## src/source/tag_defines.svh

```systemverilog
// Tag lookup block constants.
// PU count, bus widths, memory depths and the request region code.

`ifndef TAG_DEFINES_SVH
`define TAG_DEFINES_SVH

// ------------------------------
// PU request side.
`define TAG_NUM_PU          4
`define TAG_PU_ID_NBITS     2
`define TAG_IO_ADDR_NBITS   16
`define TAG_IO_DATA_NBITS   32
`define TAG_REQ_REGION      4'hA

// ------------------------------
// Lookup tables and values.
`define TAG_KEY_NBITS           16
`define TAG_TABLE_DEPTH_NBITS   6
`define TAG_VALUE_DEPTH_NBITS   6
`define TAG_VALUE_NBITS         32
`define TAG_BUCKET_NBITS        26

// Register port.
`define TAG_REG_NBITS   32

// Idle cycles after each grant.
`define TAG_ARB_HOLDOFF 7

`endif
```

## src/source/tag_lookup_pkg.sv

```systemverilog
// Tag lookup types, status codes and the two hash rules.

`include "tag_defines.svh"

package tag_lookup_pkg;

	typedef logic [`TAG_KEY_NBITS-1:0] tag_key_t;
	typedef logic [`TAG_TABLE_DEPTH_NBITS-1:0] tag_index_t;
	// Valid, stored key, value index, count. Top down.
	typedef logic [`TAG_BUCKET_NBITS-1:0] tag_bucket_t;
	typedef logic [`TAG_VALUE_NBITS-1:0] tag_value_t;
	typedef logic [3:0] tag_status_t;

	// ------------------------------
	// Status codes.
	localparam tag_status_t status_hit0 = 4'd1;
	localparam tag_status_t status_hit1 = 4'd2;
	localparam tag_status_t status_miss = 4'd8;

	typedef enum logic [2:0] {
		st_idle,
		st_read_tables,
		st_compare,
		st_read_value,
		st_respond
	} lookup_state_t;

	// ------------------------------
	// Table 0 takes the low key bits.
	function automatic tag_index_t hash0(input tag_key_t key);
		return key[5:0];
	endfunction

	// Table 1 folds the top nibble into the middle bits.
	function automatic tag_index_t hash1(input tag_key_t key);
		return key[11:6] ^ {2'b00, key[15:12]};
	endfunction

endpackage

```

## src/source/pu_io_pkg.sv

```systemverilog
// PU request side types.
// Ids, request address and data, register port words.

`include "tag_defines.svh"

package pu_io_pkg;

	// Requester id.
	typedef logic [`TAG_PU_ID_NBITS-1:0] pu_id_t;

	// ------------------------------
	// PU write command.
	typedef logic [`TAG_IO_ADDR_NBITS-1:0] io_addr_t;
	typedef logic [`TAG_IO_DATA_NBITS-1:0] io_data_t;

	// ------------------------------
	// Register port address and data.
	typedef logic [`TAG_REG_NBITS-1:0] reg_word_t;

endpackage

```

## src/source/tag_lookup_engine.sv

```systemverilog
// Two-way hash lookup engine.
// Reads both tables, then the value word on a hit, and reports result and status.

`include "tag_defines.svh"

module tag_lookup_engine (
	input  logic                         clk,
	input  logic                         rst,

	input  logic                         tag_key_valid,
	input  tag_lookup_pkg::tag_key_t     tag_key,
	input  pu_io_pkg::pu_id_t            tag_pid,

	input  logic                         tag_hash_table0_ack,
	input  tag_lookup_pkg::tag_bucket_t  tag_hash_table0_rdata,
	input  logic                         tag_hash_table1_ack,
	input  tag_lookup_pkg::tag_bucket_t  tag_hash_table1_rdata,
	input  logic                         tag_value_ack,
	input  tag_lookup_pkg::tag_value_t   tag_value_rdata,

	output logic                         tag_lookup_valid,
	output tag_lookup_pkg::tag_value_t   tag_lookup_result,
	output logic [2:0]                   tag_lookup_result_num,
	output pu_io_pkg::pu_id_t            tag_lookup_result_pid,
	output logic                         tag_lookup_status_valid,
	output tag_lookup_pkg::tag_status_t  tag_lookup_status,
	output pu_io_pkg::pu_id_t            tag_lookup_status_pid,

	output logic                         tag_hash_table0_rd,
	output tag_lookup_pkg::tag_index_t   tag_hash_table0_raddr,
	output logic                         tag_hash_table1_rd,
	output tag_lookup_pkg::tag_index_t   tag_hash_table1_raddr,
	output logic                         tag_value_rd,
	output tag_lookup_pkg::tag_index_t   tag_value_raddr
);

	tag_lookup_pkg::lookup_state_t state_q;
	tag_lookup_pkg::tag_key_t      key_q;
	pu_io_pkg::pu_id_t             pid_q;
	logic [2:0]                    num_q;
	logic                          hit0;
	logic                          hit1;
	logic                          tables_ack;

	// Bucket hits on valid bit and key match.
	assign hit0 = tag_hash_table0_rdata[`TAG_BUCKET_NBITS-1] &&
		(tag_hash_table0_rdata[`TAG_BUCKET_NBITS-2 -: `TAG_KEY_NBITS] == key_q);
	assign hit1 = tag_hash_table1_rdata[`TAG_BUCKET_NBITS-1] &&
		(tag_hash_table1_rdata[`TAG_BUCKET_NBITS-2 -: `TAG_KEY_NBITS] == key_q);
	assign tables_ack = tag_hash_table0_ack & tag_hash_table1_ack;

	// ------------------------------
	// Control and strobes.
	always_ff @(posedge clk) begin
		if (rst) begin
			state_q                 <= tag_lookup_pkg::st_idle;
			tag_hash_table0_rd      <= 1'b0;
			tag_hash_table1_rd      <= 1'b0;
			tag_value_rd            <= 1'b0;
			tag_lookup_valid        <= 1'b0;
			tag_lookup_status_valid <= 1'b0;
		end else begin
			tag_hash_table0_rd      <= 1'b0;
			tag_hash_table1_rd      <= 1'b0;
			tag_value_rd            <= 1'b0;
			tag_lookup_valid        <= 1'b0;
			tag_lookup_status_valid <= 1'b0;
			case (state_q)
				tag_lookup_pkg::st_idle: begin
					if (tag_key_valid) begin
						tag_hash_table0_rd <= 1'b1;
						tag_hash_table1_rd <= 1'b1;
						state_q            <= tag_lookup_pkg::st_read_tables;
					end
				end
				tag_lookup_pkg::st_read_tables: begin
					state_q <= tag_lookup_pkg::st_compare;
				end
				tag_lookup_pkg::st_compare: begin
					if (tables_ack) begin
						if (hit0 || hit1) begin
							tag_value_rd <= 1'b1;
							state_q      <= tag_lookup_pkg::st_read_value;
						end else begin
							tag_lookup_status_valid <= 1'b1;
							state_q                 <= tag_lookup_pkg::st_idle;
						end
					end
				end
				tag_lookup_pkg::st_read_value: begin
					state_q <= tag_lookup_pkg::st_respond;
				end
				tag_lookup_pkg::st_respond: begin
					if (tag_value_ack) begin
						tag_lookup_valid        <= 1'b1;
						tag_lookup_status_valid <= 1'b1;
						state_q                 <= tag_lookup_pkg::st_idle;
					end
				end
				default: state_q <= tag_lookup_pkg::st_idle;
			endcase
		end
	end

	// ------------------------------
	// Key, addresses and results.
	always_ff @(posedge clk) begin
		if (state_q == tag_lookup_pkg::st_idle && tag_key_valid) begin
			key_q                 <= tag_key;
			pid_q                 <= tag_pid;
			tag_hash_table0_raddr <= tag_lookup_pkg::hash0(tag_key);
			tag_hash_table1_raddr <= tag_lookup_pkg::hash1(tag_key);
		end
		if (state_q == tag_lookup_pkg::st_compare && tables_ack) begin
			tag_lookup_status_pid <= pid_q;
			// Table 0 wins when both hit.
			if (hit0) begin
				tag_value_raddr   <= tag_hash_table0_rdata[3 +: `TAG_TABLE_DEPTH_NBITS];
				num_q             <= tag_hash_table0_rdata[2:0];
				tag_lookup_status <= tag_lookup_pkg::status_hit0;
			end else if (hit1) begin
				tag_value_raddr   <= tag_hash_table1_rdata[3 +: `TAG_TABLE_DEPTH_NBITS];
				num_q             <= tag_hash_table1_rdata[2:0];
				tag_lookup_status <= tag_lookup_pkg::status_hit1;
			end else begin
				tag_lookup_status <= tag_lookup_pkg::status_miss;
			end
		end
		if (state_q == tag_lookup_pkg::st_respond && tag_value_ack) begin
			tag_lookup_result     <= tag_value_rdata;
			tag_lookup_result_num <= num_q;
			tag_lookup_result_pid <= pid_q;
		end
	end

endmodule

```

## config.mk

```make
export PLATFORM = sky130hd
export DESIGN_NAME = tag_lookup_engine
export DESIGN_NICKNAME = d
export VERILOG_FILES = /design/src/source/tag_lookup_pkg.sv /design/src/source/pu_io_pkg.sv /design/src/source/tag_lookup_engine.sv
export VERILOG_INCLUDE_DIRS = /design/src /design/src/source
export SDC_FILE = /design/constraint.sdc
export NUM_CORES = 1
export LEC_CHECK = 0
export BUFFER_PORTS_ARGS = -buffer_cell sky130_fd_sc_hd__buf_2
export CORE_ASPECT_RATIO = 0.5
export CORE_MARGIN = 5
export CORE_UTILIZATION = 44
export CTS_CLUSTER_DIAMETER = 200
export CTS_CLUSTER_SIZE = 8
export DETAILED_ROUTE_END_ITERATION = 16
export HOLD_SLACK_MARGIN = 0.05
export PLACE_DENSITY = 0.79
export SLEW_MARGIN = 0
export SYNTH_ARGS = -nofsm -noshare
export SYNTH_HDL_FRONTEND = slang
export SYNTH_SLANG_ARGS = --single-unit
export TNS_END_PERCENT = 20
```

## constraint.sdc

```tcl
create_clock -name clk -period 3 [get_ports clk]
set_input_delay 0.15 -clock clk [delete_from_list [all_inputs] [get_ports clk]]
set_output_delay 0.15 -clock clk [all_outputs]
set_load 0.005 [all_outputs]
```

Yosys cells after proc, flatten, opt, wreduce, memory -nomap -nowiden
Cells that the tools add are included.
- equality and inequality tests: 9
- muxes and demuxes: 16
- bitwise operators: 6
- reduce and logical (&&, ||, !) cells: 13
- operators with widths (cell ; count):
    equality test 16 bit ; 2
    2-to-1 mux 3 bit ; 5
    one-hot mux 3 bit (5 select lines) ; 1
    2-to-1 mux 6 bit ; 2
    equality test 3 x 2 -> 1 bit (second input constant) ; 2
    inequality test 2 bit (second input constant) ; 3
    bitwise XOR 6 x 4 -> 6 bit ; 1
    logical AND 1 bit ; 5
    2-to-1 mux 1 bit ; 5
    2-to-1 mux 4 bit ; 1
    NOT 1 bit ; 4
    OR reduction 2 bit ; 2
    equality test 3 x 1 -> 1 bit (second input constant) ; 1
    equality test 3 bit (second input constant) ; 1
    logical NOT 3 bit ; 1
    AND reduction 3 bit ; 1
    OR reduction 3 bit ; 1
    2-to-1 mux 2 bit ; 1
    one-hot mux 1 bit (2 select lines) ; 1
    AND reduction 2 bit ; 1
    nonzero test 2 bit ; 1
    AND 1 bit ; 1
    logical OR 1 bit ; 1
- bits in registers: 89
- input bits: 108
- output and inout port bits: 66
- logic and storage cells: 60

Logic depth before layout (Yosys ltp)
- word-level depth: 6
- gate-level depth with buffers: 6
- gate-level depth less buffers: 5

Worst setup path before layout
Ideal clock, no wire load.
- path type: flip-flop to flip-flop
- start point: register state_q[1]
- end point: register key_q[11] (enable)
- setup time: 429 ps
- arrival time: 2119 ps
- required time: 2571 ps
- path slack: 452 ps
- cell stages (with the launch flop): 5
- buffers on the path: 1
- period minus slack after synthesis: 2548 ps
- path through: dfxtp_1 -> clkbuf_1 -> inv_1 -> nand2_1 -> nor3_1
- longest elaborated chain between the ends: 2
- ends and longest elaborated chain (element ; line ; source):
    start, declared ; tag_lookup_engine.sv:37 ; tag_lookup_pkg::lookup_state_t state_q;
    start signal, assigned ; tag_lookup_engine.sv:56 ; state_q <= tag_lookup_pkg::st_idle;
    start signal, assigned ; tag_lookup_engine.sv:73 ; state_q <= tag_lookup_pkg::st_read_tables;
    start signal, assigned ; tag_lookup_engine.sv:77 ; state_q <= tag_lookup_pkg::st_compare;
    logical NOT 3 bit ; tag_lookup_engine.sv:108 ; if (state_q == tag_lookup_pkg::st_idle && tag_key_valid) begin
    logical AND 1 bit ; tag_lookup_engine.sv:108 ;
    end signal, assigned ; tag_lookup_engine.sv:109 ; key_q <= tag_key;
    end, declared ; tag_lookup_engine.sv:38 ; tag_lookup_pkg::tag_key_t key_q;
Every way passes these cells.
A chain may end at the register's enable or synchronous reset.

Final worst setup path
- start point: register key_q[14]
- end point: register tag_value_raddr[5] (enable)
- longest elaborated chain between the ends: 4
- elaborated cells on any way between the ends: 6
- those cells by class: 2 x eq/ne; 4 x reduce/logical
- ends and longest elaborated chain (element ; line ; source):
    equality test 16 bit, on equally long branches ; tag_lookup_engine.sv:47, tag_lookup_engine.sv:49 ;
    logical AND 1 bit, on equally long branches ; tag_lookup_engine.sv:46, tag_lookup_engine.sv:48 ;
    nonzero test 2 bit (no line) (*) ; n/a ;
    AND reduction 2 bit (no line) (*) ; n/a ;
    end signal, assigned ; tag_lookup_engine.sv:118 ; tag_value_raddr <= tag_hash_table0_rdata[3 +: `TAG_TABLE_DEPTH_NBITS];
    end signal, assigned ; tag_lookup_engine.sv:122 ; tag_value_raddr <= tag_hash_table1_rdata[3 +: `TAG_TABLE_DEPTH_NBITS];
    end, declared ; tag_lookup_engine.sv:34 ; output tag_lookup_pkg::tag_index_t tag_value_raddr
Mark *: on every way between the ends. The rest lies on a longest branch, timed or not.

==> out/qor.yml <==
cts:
  clock_latency_ns: 0.33
  cts-root-to-sink-buffers: 2
  tritoncts: "yes"
  cts.htree.levels: 3
  cts_post_setup_buffers_inserted: 0
  cts_root_buffer: "clkbuf_16"
  numClockSinks: 80
  total_cts_buffers: 9
  clk_transition_reported_paths_ns: 0.06
hold_path:
  min-delay-path-class: "in2reg"
  min_from: "tag_hash_table1_ack"
flow_run:
  drv_cap: 0
global_routing:
  grt_first_pass_wirelength_mm: 12.5
  grt_antenna_before_repair: 0
  global_route.overflow_total: 0
  first_global_vias: 2490
  grt_usage: 0.180
  pin_count_of_the_biggest_net_entering_global_routing: 24
sta:
  fin_tns_setup_ns: 0
  grt_setup_unrepaired: "false"
  report.final.setup_viol: 0
  timing.final.max_slew_violations: 0
  final-hold-violation-count: 0
  fmax_ghz: 0.402
  fin_crit_sh: 0.829
  final.setup_skew_ns: 0.00580
  relSlewSlack: 0.492
  final.min_clock_period_ns: 2.49
  timing.final.ws_setup_ns: 0.514
  worst_pin_slew_ns: 0.762
setup_path:
  worstSetupStartpoint: "key_q[14]"
  data_arrival_time_of_the_worst_path_ns: 2.45
  criticalPathCategory: "reg2reg"
  crit_path_max_fanout: 9
  cp_cell_sequence: "xnor2_1 > nand4_1 > nor4_1 > a2bb2oi_1 > nor2_1"
  timing.critical_path.buf_inv: 0
  reg2reg_slack_ns: 0.51
  largest_delay_contributor_family_on_the_critical_path: "simple AND/OR/NAND/NOR gates"
  r2r_start: "key_q[14]"
  worst_setup_path_start_kind: "flip-flop"
  timing.critical_path.slowest_cell_delay_ns: 0.58
  cp_capture_type: "flip-flop"
  endpoint_required_time_on_the_critical_path_ns: 2.96
  cpMaxStageDelayCell: "nor2_1"
logic_synthesis:
  post_synth_inst_count: 186
  synth_top_flop_cell: "edfxtp_1"
  synthesis.nets: 294
  async_flop_share: 0
  number_of_enable_type_register_cells_in_the_synthesized_netlist: 73
  post_synthesis_instance_area_um2: 3180
  synthesis.yosys.warnings: 0
  avgSynthCellArea_um2: 17.1
  synth.yosys.seq_area_share: 0.733
  synthDistinctLibCells: 31
  yosys_register_bits: 80
power:
  power.ir.vdd_worst_v: 0.000313
  power_per_cell_area_nw_per_um2: 548
  static_power_due_to_leakage_nw: 2.07
  total_design_power_mw: 2.68
placement:
  gp_routability_congestion: 0.787
  place_hpwl_mm: 5.74
  place_ws_ns: 0.509
  buffer_ports.inserted: 172
floorplan:
  num_io_pins: 174
  die_x_um: 130
  core_area_um2: 6860
  row_count: 21
  die-area_um2: 9130
  die_height_um: 70.1
  initial_core_util: 0.464
route:
  vias: 2312
  firstDrtPassIters: 4
  route.final.wire_length_mm: 8.19
  drt-wirelength-per-cell_um: 16.2
  routed_via_density: 4.58
  route.detailed.drc: 0
  ant_nets: 0
  drt_iter0_drc: 105
cells_and_area:
  mostFrequentLayoutCells: "buf_2, edfxtp_1, dlygate4sd3_1, xor2_1, xnor2_1"
  area.growth.synth_to_final_pct: 54.0
  final.fill_count: 444
  layout_commonest_cell: "buf_2"
  nets: 516
  num_antenna_cells: 0
  drive_gt1_frac: 0.494
  finalCoreUtilization: 0.714
run_status:
  outcome: "finished, final reports clean"
## worst reg2reg max path, stage by stage (launching register included)
cell,delay (ns)
edfxtp_1,0.43
xnor2_1,0.24
nand4_1,0.13
nor4_1,0.45
a2bb2oi_1,0.28
nor2_1,0.58
## state kept, by name (all words and copies together), names as in the netlist
register / cells
tag_lookup_status_pid: 2
tag_lookup_status: 3
tag_hash_table1_rd: 1
tag_hash_table1_raddr: 5
tag_lookup_result: 32
tag_lookup_result_pid: 2
tag_hash_table0_raddr: 5
tag_lookup_valid: 1
tag_value_rd: 1
tag_lookup_status_valid: 1
tag_value_raddr: 6
pid_q: 2
num_q: 3
tag_lookup_result_num: 3
state_q: 3
key_q: 10
## per-layer routing
layer / global-route usage / wire length, um / up-vias
met5: 0 / 0 / -
met4: 0.0484 / 105 / 0
met3: 0.0541 / 619 / 8
met2: 0.337 / 4450 / 85
met1: 0.197 / 3010 / 1093
li1: - / - / 1126
## path summary, 6_finish.rpt
kind	cells past startpoint	endpoint
min reg2reg	0	tag_lookup_result_num[2]
max reg2reg	5	tag_value_raddr[5]
max	5	tag_value_raddr[5]
min	3	state_q[0]
## stage by stage
stage | hold slack [ns] | instance area [um^2] | instances
after global placement | 0.326 | 4090 | 438
final | 0.116 | 4900 | 505
after CTS | 0.102 | 4900 | 505
after detailed placement | 0.328 | 4090 | 438
after global routing | 0.0990 | 4900 | 505
after floorplan | 0.222 | 3180 | 186
## cell usage after synthesis, types with 3 or more instances
master | n | share of area
nor4_2 | 3 | 0.012
xor2_1 | 19 | 0.052
buf_4 | 10 | 0.024
nor3_1 | 5 | 0.0079
edfxtp_1 | 73 | 0.69
xnor2_1 | 18 | 0.050
nand2_1 | 6 | 0.0071
mux2_4 | 9 | 0.042
dfxtp_1 | 7 | 0.044
clkbuf_1 | 3 | 0.0035
nor2_1 | 5 | 0.0059
nand4_1 | 4 | 0.0079
## power breakdown
| group | switching, mW | internal, mW |
|---|---|---|
| registers | 0.0343 | 1.28 |
| logic | 0.122 | 0.174 |
| clock network | 0.426 | 0.649 |
## area by class of cell
class                      instances  area, um^2  area share
inverter                           2        7.51     0.00153
sequential                        80        2330       0.476
clock inverter                     6        67.6      0.0138
multi-input combinational         90         748       0.153
clock buffer                      10         229      0.0467
tap                               92         115      0.0235
timing repair buffer             225        1400       0.286
## what timing repair did
item / CTS / global route
hold endpoints to repair: 51 / 0
resized for setup: 0 / 0
hold buffers: 51 / 0
## logic make-up after synthesis
logic type	Yosys count	share of synthesized area
flops	80	0.733
xor+xnor	37	0.102
simple gates	33	0.0610
buf+inv	16	0.0330
mux	10	0.0460
compound gates	9	0.0236
other cells	1	0.00118
No activity file was read; power rests on OpenSTA's default activity.
