## src/source/tag_defines.svh

```systemverilog
// Tag lookup block constants.
// PU count, bus widths, memory depths and the request region code.

`ifndef TAG_DEFINES_SVH
`define TAG_DEFINES_SVH

// ------------------------------
// PU request side.
`define TAG_NUM_PU          4
`define TAG_PU_ID_NBITS     2
`define TAG_IO_ADDR_NBITS   16
`define TAG_IO_DATA_NBITS   32
`define TAG_REQ_REGION      4'hA

// ------------------------------
// Lookup tables and values.
`define TAG_KEY_NBITS           16
`define TAG_TABLE_DEPTH_NBITS   6
`define TAG_VALUE_DEPTH_NBITS   6
`define TAG_VALUE_NBITS         32
`define TAG_BUCKET_NBITS        26

// Register port.
`define TAG_REG_NBITS   32

// Idle cycles after each grant.
`define TAG_ARB_HOLDOFF 7

`endif
```

## src/source/pu_io_pkg.sv

```systemverilog
// PU request side types.
// Ids, request address and data, register port words.

`include "tag_defines.svh"

package pu_io_pkg;

	// Requester id.
	typedef logic [`TAG_PU_ID_NBITS-1:0] pu_id_t;

	// ------------------------------
	// PU write command.
	typedef logic [`TAG_IO_ADDR_NBITS-1:0] io_addr_t;
	typedef logic [`TAG_IO_DATA_NBITS-1:0] io_data_t;

	// ------------------------------
	// Register port address and data.
	typedef logic [`TAG_REG_NBITS-1:0] reg_word_t;

endpackage

```

## src/source/rr_arbiter.sv

```systemverilog
// Round-robin arbiter.
// Grants the first requester after the last winner, one pulse per grant.

`include "tag_defines.svh"

module rr_arbiter (
	input  logic                   clk,
	input  logic                   rst,
	input  logic                   en,
	input  logic [`TAG_NUM_PU-1:0] req,
	output pu_io_pkg::pu_id_t      sel,
	output logic                   gnt
);

	pu_io_pkg::pu_id_t last_q;
	pu_io_pkg::pu_id_t cand;
	pu_io_pkg::pu_id_t pick;
	logic              found;

	// Search starts one past the last winner.
	always_comb begin
		found = 1'b0;
		pick  = last_q;
		cand  = last_q;
		for (int i = 1; i <= `TAG_NUM_PU; i++) begin
			cand = pu_io_pkg::pu_id_t'((int'(last_q) + i) % `TAG_NUM_PU);
			if (!found && req[cand]) begin
				found = 1'b1;
				pick  = cand;
			end
		end
	end

	always_ff @(posedge clk) begin
		if (rst) begin
			gnt    <= 1'b0;
			last_q <= '0;
		end else begin
			gnt <= en & found;
			if (en && found) begin
				last_q <= pick;
			end
		end
	end

	// Pointer holds the winner while gnt pulses.
	assign sel = last_q;

endmodule

```

## config.mk

```make
export PLATFORM = sky130hd
export DESIGN_NAME = rr_arbiter
export DESIGN_NICKNAME = d
export VERILOG_FILES = /design/src/source/pu_io_pkg.sv /design/src/source/rr_arbiter.sv
export VERILOG_INCLUDE_DIRS = /design/src /design/src/source
export SDC_FILE = /design/constraint.sdc
export NUM_CORES = 1
export LEC_CHECK = 0
export BUFFER_PORTS_ARGS = -buffer_cell sky130_fd_sc_hd__buf_2
export CORE_AREA = 3 3 40 42
export CTS_BUF_LIST = sky130_fd_sc_hd__clkbuf_16
export DETAILED_ROUTE_END_ITERATION = 8
export DIE_AREA = 0 0 43 45
export GPL_TIMING_DRIVEN = 0
export SYNTH_ARGS = -nofsm -noshare
export SYNTH_HDL_FRONTEND = slang
export SYNTH_SLANG_ARGS = --single-unit
export TNS_END_PERCENT = 10
```

## constraint.sdc

```tcl
create_clock -name clk -period 2.3 [get_ports clk]
set_input_delay 0.46 -clock clk [delete_from_list [all_inputs] [get_ports clk]]
set_output_delay 0.46 -clock clk [all_outputs]
set_load 0.01 [all_outputs]
```

* Word level (Yosys, flattened, before mapping)
Cells that the tools add are included.
** Cells by class
- Add/sub/neg operators :: 4
- $mul :: 0
- Div/mod/pow operators :: 0
- Order comparisons :: 4
- Equal/unequal tests :: 0
- Shift operators :: 0
- Multiplexer cells :: 16
- Bitwise operators :: 1
- Reductions and logical operators :: 9
** Operators with widths (number)
- $lt 2x3->1 const B :: 4
- $bmux 1 s2 :: 4
- $mux 1 :: 8
- $mux 2 :: 4
- $add 2x1->2 const B :: 2
- $add 2x2->2 const B :: 2
- $logic_and 1x1->1 :: 4
- $reduce_bool 4->1 :: 1
- $logic_not 1->1 :: 3
- $reduce_and 2->1 :: 1
- $and 1x1->1 :: 1
** Word-level totals
- Flip-flop bits (word level) :: 3
- Latch bits :: 0
- Memory bits (writable) :: 0
- Memory bits (read-only) :: 0
- Bits of input ports :: 7
- Output and inout bits :: 3
- Logic and storage cells :: 36
- Memories :: 0

* Longest topological paths before layout
Gate-level depths: netlist of the first run.
- Depth after elaboration :: 15
- Depth in mapped cells :: 6

* Worst setup path after synthesis of the first run
No wires, ideal clock.
- Kind :: reg-to-reg
- Start :: reg last_q[0] (netlist: sel[0])
- End :: reg last_q[1] (netlist: sel[1])
- Library setup time :: 0.114 ns
- Arrival :: 1.237 ns
- Data required time :: 2.186 ns
- Path slack :: 0.948 ns
- Cell stages (with the launch flop) :: 7
- Cell sequence :: dfxtp_1 buf_6 mux2i_1 a32oi_1 o21ai_0 mux2i_1 nor2_1
** On the way
- Longest elaborated chain between the ends :: 15
- Elaborated cells between the ends (all ways) :: 29
- Those cells by class :: add/sub: 4; mux: 16; reduce/logical: 9
** RTL lines
- start, declared :: line rr_arbiter.sv:15 : pu_io_pkg::pu_id_t last_q;
- start signal, assigned :: line rr_arbiter.sv:41 : last_q <= pick;
- $add 2x1->2 :: line rr_arbiter.sv:26 : cand = pu_io_pkg::pu_id_t'((int'(last_q) + i) % `TAG_NUM_PU);
- $bmux 1 s2 :: line rr_arbiter.sv:27 : if (!found && req[cand]) begin
- $mux 1 (not written as such) :: line rr_arbiter.sv:27
- $mux 1 :: line rr_arbiter.sv:27
- $logic_not 1->1 :: line rr_arbiter.sv:27
- $logic_and 1x1->1 :: line rr_arbiter.sv:27
- $mux 1 :: line rr_arbiter.sv:27
- $logic_not 1->1 :: line rr_arbiter.sv:27
- $logic_and 1x1->1 :: line rr_arbiter.sv:27
- $mux 1 :: line rr_arbiter.sv:27
- $logic_not 1->1 :: line rr_arbiter.sv:27
- $logic_and 1x1->1 :: line rr_arbiter.sv:27
- $mux 1 :: line rr_arbiter.sv:27
- $logic_and 1x1->1 :: line rr_arbiter.sv:40 : if (en && found) begin
- $reduce_and 2->1 (no line)
Parallel ways exist; a longest one is shown, timed or not. The select of a mux whose other input is x is not followed.
A chain may end at the register's enable or synchronous reset.

* Worst setup path after layout of the first run
Same ends and word-level chain as after synthesis.

==> reports/qor.yml, run 1 <==
syn_area_um2: 238
yosysTopAreaCellShare_pct: 25.3
ys_seq_elements: 3
io_buffers: 9
synth_nets: 36
slew_viol_final: 0
ff2ff_path_depth: 6
p_leak_nw: 0.177
whs_path_depth: 2
path_clk_slew_ns: 0.03
antenna_found_initial: 0
synth.distinct_cells: 19
fmax_mhz: 691
grt_use_met1_pct: 7.43
track_usage_pct: 6.57
regToRegStartpoint: "sel[0]$_SDFFE_PP0P_"
cts_setup_buffers: 0
grt_use_met3_pct: 3.59
drt-total-wl_um: 595
final_util_pct: 29.6
cts-root-buf: "clkbuf_16"
synth_compound_area_share_pct: 33.7
post_cts_resized: 0
num_io_pins: 10
async_flop_share_pct: 0
layout-drive-gt1-share_pct: 33.3
antenna_left: 0
firstDrtPassIters: 2
cts_buffers: 3
vias: 263
htree_levels: 1
critPathMaxFanout: 10
worstPathArrival_ns: 1.55
synth_edf_count: 0
synth-simple-area-share_pct: 19.5
status: "finished clean"
worst_slack_ns: 0.852
synth_warnings: 0
hold_path_end: "sel[0]$_SDFFE_PP0P_"
synth_area_leaders: "dfxtp_1, nor2_1, mux2i_1, buf_6, inv_1"
rrSetupSlack_ns: 0.85
drt_iter0_markers: 3
cp_data_required_time_ns: 2.41
drc: 0
cts_tree: "done"
fillers: 142
synth-main-ff-cell: "dfxtp_1"
area_growth_pct: 60.0
power_per_cell_area_nw_per_um2: 1090
reg2reg_to: "sel[1]$_SDFFE_PP0P_"
period_share_pct: 63.0
finalCriticalPeriod_ns: 1.45
initial_utilization_pct: 18.5
end_kind: "register"
wl_per_cell_um: 10.4
dieWidth_um: 43
setup_viol: 0
grt_first_pass_wirelength_um: 938
top_usage_layer: "met2"
synth_adder_area_share_pct: 0
dp_hpwl_um: 472
dp_slack_ns: 0.656
rsz0062_at_grt: "false"
hp-start: "rst"
vias_per_cell: 4.61
antenna_cells: 0
hold_buffers: 0
multi_input_area_um2: 155
grt_overflow: 0
crit_type: "register to register"
clockBufferDepth: 2
die_area_um2: 1940
avgSynthCellArea_um2: 8.20
cts_sinks: 3
min_path_type: "primary input to register"
yosysMostFrequentCell: "nor2_1"
core_um2: 1280
gp_congestion: 0.824
synth-xor-area-share_pct: 3.68
slew_headroom_pct: 79.1
synth_common_cells: "nor2_1, dfxtp_1, inv_1"
start_kind: "register"
grt_pass1_vias: 232
synth_top_family_by_area: "compound AO/OA/AOI/OAI gates"
nets: 50
seq_area_frac_synth_pct: 25.3
met2_usage_pct: 10.8
hold_viol_final: 0
tightest_slew_ns: 0.313
syn_inst: 29
grt_max_degree: 11
clock_latency_ns: 0.22
synthMuxAreaShare_pct: 8.42
fin_tns_setup_ns: 0
worst_clock_skew_ns: 0.00267
peakVddDrop_mv: 0.477
die_h_um: 45
regArea_um2: 60.1
synth_top_cell_by_area: "dfxtp_1"
maxCapViolCount: 0
rows: 13
-- placed cells by master (no fill, tap or decap), drive strengths merged --
| master | n |
|---|---|
| a31oi | 1 |
| xor2 | 1 |
| a311oi | 1 |
| nor2 | 6 |
| a211oi | 1 |
| o221ai | 1 |
| o21ai | 1 |
| a32oi | 1 |
| clkbuf | 3 |
| o311a | 1 |
| mux2i | 2 |
| o21a | 1 |
| inv | 4 |
| o2bb2ai | 1 |
| dfxtp | 3 |
| nand3b | 1 |
| and2b | 1 |
| nor3b | 1 |
| buf | 10 |
| a221oi | 1 |
-- critical path: stages, from the launching register on --
cell,delay (ns)
dfxtp_1,0.33
buf_6,0.14
mux2i_1,0.18
a32oi_1,0.13
o21ai_0,0.24
mux2i_1,0.25
nor2_1,0.05
-- routing by layer --
layer	up-vias	wire, um
li1	139	-
met1	122	258
met2	2	331
met3	0	5
met4	0	0
met5	-	0
-- state kept, by name (all words and copies together) (netlist names) --
register,flops
sel,2
gnt,1
-- worst max-delay path by stage --
stage,startpoint,endpoint
5_1_grt,sel[0]$_SDFFE_PP0P_,sel[1]$_SDFFE_PP0P_
3_5_place_dp,req[3],sel[1]$_SDFFE_PP0P_
3_3_place_gp,req[3],sel[1]$_SDFFE_PP0P_
4_1_cts,sel[0]$_SDFFE_PP0P_,sel[1]$_SDFFE_PP0P_
2_1_floorplan,sel[0]$_SDFFE_PP0P_,sel[1]$_SDFFE_PP0P_
6_report,sel[0]$_SDFFE_PP0P_,sel[1]$_SDFFE_PP0P_
-- cells by family after synthesis --
kind of cell / after synthesis
AOI/OAI and AO/OA: 10
xor gates and xnor gates: 1
buffers and inverters: 4
DFF: 3
muxes: 2
and+or+nand+nor: 9
-- cell type report --
type	instances	area share, %
well taps	15	4.93
flip-flops and latches	3	15.8
clock inverters	1	0.987
clock buffers	3	19.7
inverters	3	2.96
multi-input cells	22	40.8
plain buffers	1	2.96
repair buffers	9	11.8
-- power breakdown --
part	leakage, nW	internal [W]	switching [W]	total (W)
logic	0.110	0.0000403	0.0000415	0.0000818
registers	0.0248	0.0000595	0.00000770	0.0000672
clock network	0.0423	0.000224	0.0000418	0.000265
total	0.177	0.000323	0.0000910	0.000414
-- metrics by stage --
| stage | instances | total power, W | cell area, um^2 | hold WS, ns |
|---|---|---|---|---|
| after global routing | 57 | 0.000438 | 380 | 0.441 |
| final | 57 | 0.000414 | 380 | 0.442 |
| after floorplan | 29 | 0.000124 | 238 | 0.532 |
| after detailed placement | 53 | 0.000150 | 302 | 0.657 |
| after global placement | 53 | 0.000148 | 302 | 0.637 |
| after CTS | 57 | 0.000420 | 380 | 0.441 |
Note: power is estimated with default switching activity, not from simulation.
==> inputs of run 2 (changes only) <==
- clock period: 2.3 -> 1.33 ns (I/O delays scaled with it)
==> reports/qor.yml, run 2 (synthesis results as in run 1) <==
status: "finished, violations left"
violations: "setup timing"
cts_tree: "done"
firstDrtPassIters: 2
track_usage_pct: 6.80
htree_levels: 1
final_cell_mix: "buf_2, nor2_1, inv_1"
clockPowerShare_pct: 62.4
wl_per_cell_um: 10.7
core_um2: 1280
worstPathArrival_ns: 1.45
p_leak_nw: 0.185
regArea_um2: 62.6
grt_first_pass_wirelength_um: 1000
hold_viol_final: 0
critPathMaxFanout: 5
antenna_cells: 0
worst_slack_ns: -0.0147
end_kind: "register"
antenna_found_initial: 0
area_growth_pct: 70.5
num_io_pins: 10
design_power_total_w: 0.000742
grt_overflow: 0
start_kind: "register"
finalCriticalPeriod_ns: 1.34
drc: 0
crit_path_top_delay_cell: "o311a_1"
layout-drive-gt1-share_pct: 46.5
crit_type: "register to register"
grt_max_degree: 9
final_common_cell: "buf_2"
gp_congestion: 0.813
vias_per_cell: 4.67
cp.buffers_inverters: 1
swShare_pct: 23.0
switchingPower_w: 0.000171
maxCapViolCount: 0
path_clk_slew_ns: 0.03
rows: 13
fmax_mhz: 744
rsz0062_at_grt: "true"
path_cells: "buf_2, o311a_1, o221ai_2, xor2_1, nor2_1"
clock_latency_ns: 0.22
grt_pass1_vias: 265
io_buffers: 9
slew_headroom_pct: 77.6
period_share_pct: 101
comb_power_share_pct: 21.6
cts_setup_buffers: 0
die_h_um: 45
drt_iter0_markers: 2
antenna_left: 0
multi_input_area_um2: 173
tightest_slew_ns: 0.335
clockBufferDepth: 2
peakVddDrop_mv: 1.29
worst_clock_skew_ns: 0.00249
cp_slowest_stage_delay_ns: 0.36
place_area_um2: 302
cts-root-buf: "clkbuf_16"
cp_data_required_time_ns: 1.44
dieWidth_um: 43
largest_reg_flops: 2
vias: 271
power_per_cell_area_nw_per_um2: 1830
cts_sinks: 3
cpLargestDelayFamily: "compound AO/OA/AOI/OAI gates"
initial_utilization_pct: 18.5
dp_hpwl_um: 447
intPower_w: 0.000571
die_area_um2: 1940
slew_viol_final: 0
nets: 51
hold_buffers: 0
min_path_type: "primary input to register"
seqPwrFrac_pct: 16.1
drt-total-wl_um: 622
setup_viol: 1
fillers: 142
cts_buffers: 3
finalInstanceArea_um2: 405
## run 2: cell types whose count changed in the layout (fill, tap and decap cells not counted)
cell      change
o21ai_2       +1
dfxtp_2       +2
o21ai_0       -1
a32oi_2       +1
o221ai_2      +1
buf_2         +1
dfxtp_1       -2
a32oi_1       -1
o221ai_1      -1
## run 2: worst reg2reg max path: cells and delay by family, from the launching register on
kind,cells,cell delay (ns)
buffers and inverters,1,0.15
AOI/OAI and AO/OA,2,0.55
xor gates and xnor gates,1,0.16
and+or+nand+nor,1,0.05
DFF,1,0.32
## run 2: power by group through the flow
stage          Combinational [W]  Clock, W  Sequential, W
3_3_place_gp            0.000140         0       0.000116
6_report                0.000160  0.000463       0.000119
4_1_cts                 0.000154  0.000466       0.000118
3_5_place_dp            0.000142         0       0.000116
5_1_grt                 0.000174  0.000480       0.000122
2_1_floorplan          0.0000954         0       0.000120
## run 2: timing repair
| action | 4_1_cts | 5_1_grt |
|---|---|---|
| resized for setup | 2 | 3 |
| cloned | 1 | 0 |
| endpoints found under the hold margin | 0 | 0 |
| endpoints found under the setup margin | 2 | 2 |
| pin swaps | 5 | 1 |
## run 2: path summary, 6_finish.rpt
| path | slack [ns] | from | cells after the start | endpoint |
|---|---|---|---|---|
| max | -0.01 | sel[0]$_SDFFE_PP0P_ | 5 | sel[0]$_SDFFE_PP0P_ |
| min | 0.23 | rst | 2 | sel[0]$_SDFFE_PP0P_ |
| max reg2reg | -0.01 | sel[0]$_SDFFE_PP0P_ | 5 | sel[0]$_SDFFE_PP0P_ |
| min reg2reg | 0.59 | sel[1]$_SDFFE_PP0P_ | 2 | sel[1]$_SDFFE_PP0P_ |
## run 2: through the flow
| stage | worst slack [ns] | util (%) | std cells | setup TNS (ns) | hold WS, ns |
|---|---|---|---|---|---|
| 6_report | -0.0147 | 31.5 | 58 | -0.0147 | 0.232 |
| 5_1_grt | -0.0669 | 31.5 | 58 | -0.121 | 0.234 |
| 4_1_cts | -0.00238 | 30.6 | 58 | -0.00335 | 0.233 |
| 3_5_place_dp | -0.00794 | 23.5 | 53 | -0.00794 | 0.467 |
| 3_3_place_gp | 0.000162 | 23.5 | 53 | 0 | 0.466 |
| 2_1_floorplan | 0.00991 | - | 29 | 0 | 0.338 |
## run 2: final cells by class
class	instances	area share, %
sequential	3	15.4
buffer	1	2.78
timing repair buffer	10	12.3
clock inverter	1	0.926
clock buffer	3	18.5
tap	15	4.63
multi-input combinational	22	42.6
inverter	3	2.78
## run 2: layer usage
metal	part of all wire, %	routed length (um)	track usage [%]	up-vias
li1	-	-	-	137
met1	40	249	6.44	130
met2	56	347	12.9	4
met3	4.0	25	3.59	0
met4	0	0	1.81	0
met5	0	0	0	-
==> inputs of run 3 (changes only) <==
- CTS_BUF_LIST: sky130_fd_sc_hd__clkbuf_16 -> not set
- PLACE_DENSITY: not set -> 0.38
==> reports/qor.yml, run 3 (synthesis results as in run 1) <==
track_usage_pct: 6.82
hold_buffers: 0
antenna_left: 0
layout-drive-gt1-share_pct: 35.7
nets: 50
io_buffers: 9
slew_viol_final: 0
rows: 13
dieWidth_um: 43
end_kind: "register"
cp_data_required_time_ns: 1.45
period_share_pct: 99.6
die_h_um: 45
num_io_pins: 10
grt_max_degree: 11
largest_reg_flops: 2
maxCapViolCount: 0
core_um2: 1280
final_util_pct: 25.6
fmax_mhz: 755
gp_congestion: 0.828
clockBufferDepth: 2
power_per_cell_area_nw_per_um2: 1260
final_common_cell: "buf_2"
rsz0062_at_grt: "true"
initial_utilization_pct: 18.5
cts-root-buf: "clkbuf_4"
worstPathArrival_ns: 1.44
crit_type: "register to register"
antenna_found_initial: 0
worst_clock_skew_ns: 0.000414
slew_headroom_pct: 79.5
grt_pass1_vias: 259
critPathMaxFanout: 10
cts_buffers: 3
cts_sinks: 3
dp_hpwl_um: 466
min_path_type: "primary input to register"
crit_path_top_delay_cell: "o311a_1"
setup_viol: 0
rrSetupSlack_ns: 0.005
tightest_slew_ns: 0.306
die_area_um2: 1940
finalCriticalPeriod_ns: 1.33
firstDrtPassIters: 3
grt_first_pass_wirelength_um: 1030
drc: 0
peakVddDrop_mv: 0.344
clock_latency_ns: 0.23
fin_cells: 57
cts_tree: "done"
status: "finished clean"
wl_per_cell_um: 10.5
antenna_cells: 0
design_power_total_w: 0.000415
grt_overflow: 0
vias_per_cell: 4.54
dp_cells: 53
final_cell_mix: "buf_2, nor2_1, inv_1, clkbuf_4"
p_leak_nw: 0.150
hold_viol_final: 0
drt_iter0_markers: 6
htree_levels: 1
path_cells: "buf_6, o311a_1, o221ai_1, xor2_1, nor2_1"
start_kind: "register"
drt-total-wl_um: 600
area_growth_pct: 38.4
vias: 259
path_clk_slew_ns: 0.03
cp_slowest_stage_delay_ns: 0.34
-- run 3: cell types whose count changed in the layout (fill, tap and decap cells not counted), sizes merged --
cell,change
buf,-1
clkbuf,+1
inv,-1
-- run 3: path summary, 6_finish.rpt --
path                                     startpoint                   to  cells after the start
worst min register to register  sel[1]$_SDFFE_PP0P_  sel[1]$_SDFFE_PP0P_                      2
worst max register to register  sel[0]$_SDFFE_PP0P_  sel[0]$_SDFFE_PP0P_                      5
worst min-delay path                            rst  sel[0]$_SDFFE_PP0P_                      2
worst max-delay path            sel[0]$_SDFFE_PP0P_  sel[0]$_SDFFE_PP0P_                      5
-- run 3: area by class of cell --
| type | instances | area, um^2 |
|---|---|---|
| multi-input cells | 22 | 155 |
| flip-flops and latches | 3 | 61.3 |
| clock buffers | 4 | 26.3 |
| plain buffers | 1 | 11.3 |
| repair buffers | 9 | 45.0 |
| fillers | 157 | 956 |
| well taps | 15 | 18.8 |
| inverters | 3 | 11.3 |
-- run 3: metrics by stage --
stage               instance area [um^2]  hold WS, ns  setup TNS (ns)  setup WS [ns]
floorplan                            238        0.338               0        0.00991
global placement                     302        0.466         -0.0483        -0.0374
detailed placement                   302        0.471         -0.0216        -0.0171
CTS                                  329        0.228               0        0.00140
global route                         329        0.231          -0.209         -0.114
finish                               329        0.229               0        0.00491
-- run 3: critical path: cells and delay by family, from the launching register on --
family,cells,cell delay (ns)
flip-flops,1,0.31
AO/OA/AOI/OAI,2,0.54
AND/OR/NAND/NOR,1,0.06
XOR/XNOR,1,0.16
buffers and inverters,1,0.13
-- run 3: timing repair --
action,in CTS,in global routing
endpoints found under the setup margin,2,2
setup buffers,0,0
cloned,0,0
pin swaps,1,0
gates resized for setup,1,0
-- run 3: routing by layer --
layer | vias to the layer above | part of all wire, % | track usage [%]
met2 | 6 | 50 | 12.0
met5 | - | 0 | 0
li1 | 135 | - | -
met1 | 118 | 46 | 7.93
met4 | 0 | 0 | 1.81
met3 | 0 | 3.7 | 2.39
-- run 3: power breakdown --
group	leakage [nW]	switching (W)	total, W	internal (W)
clock	0.0150	0.0000436	0.000156	0.000112
combinational	0.110	0.0000730	0.000143	0.0000701
sequential	0.0252	0.0000119	0.000116	0.000104
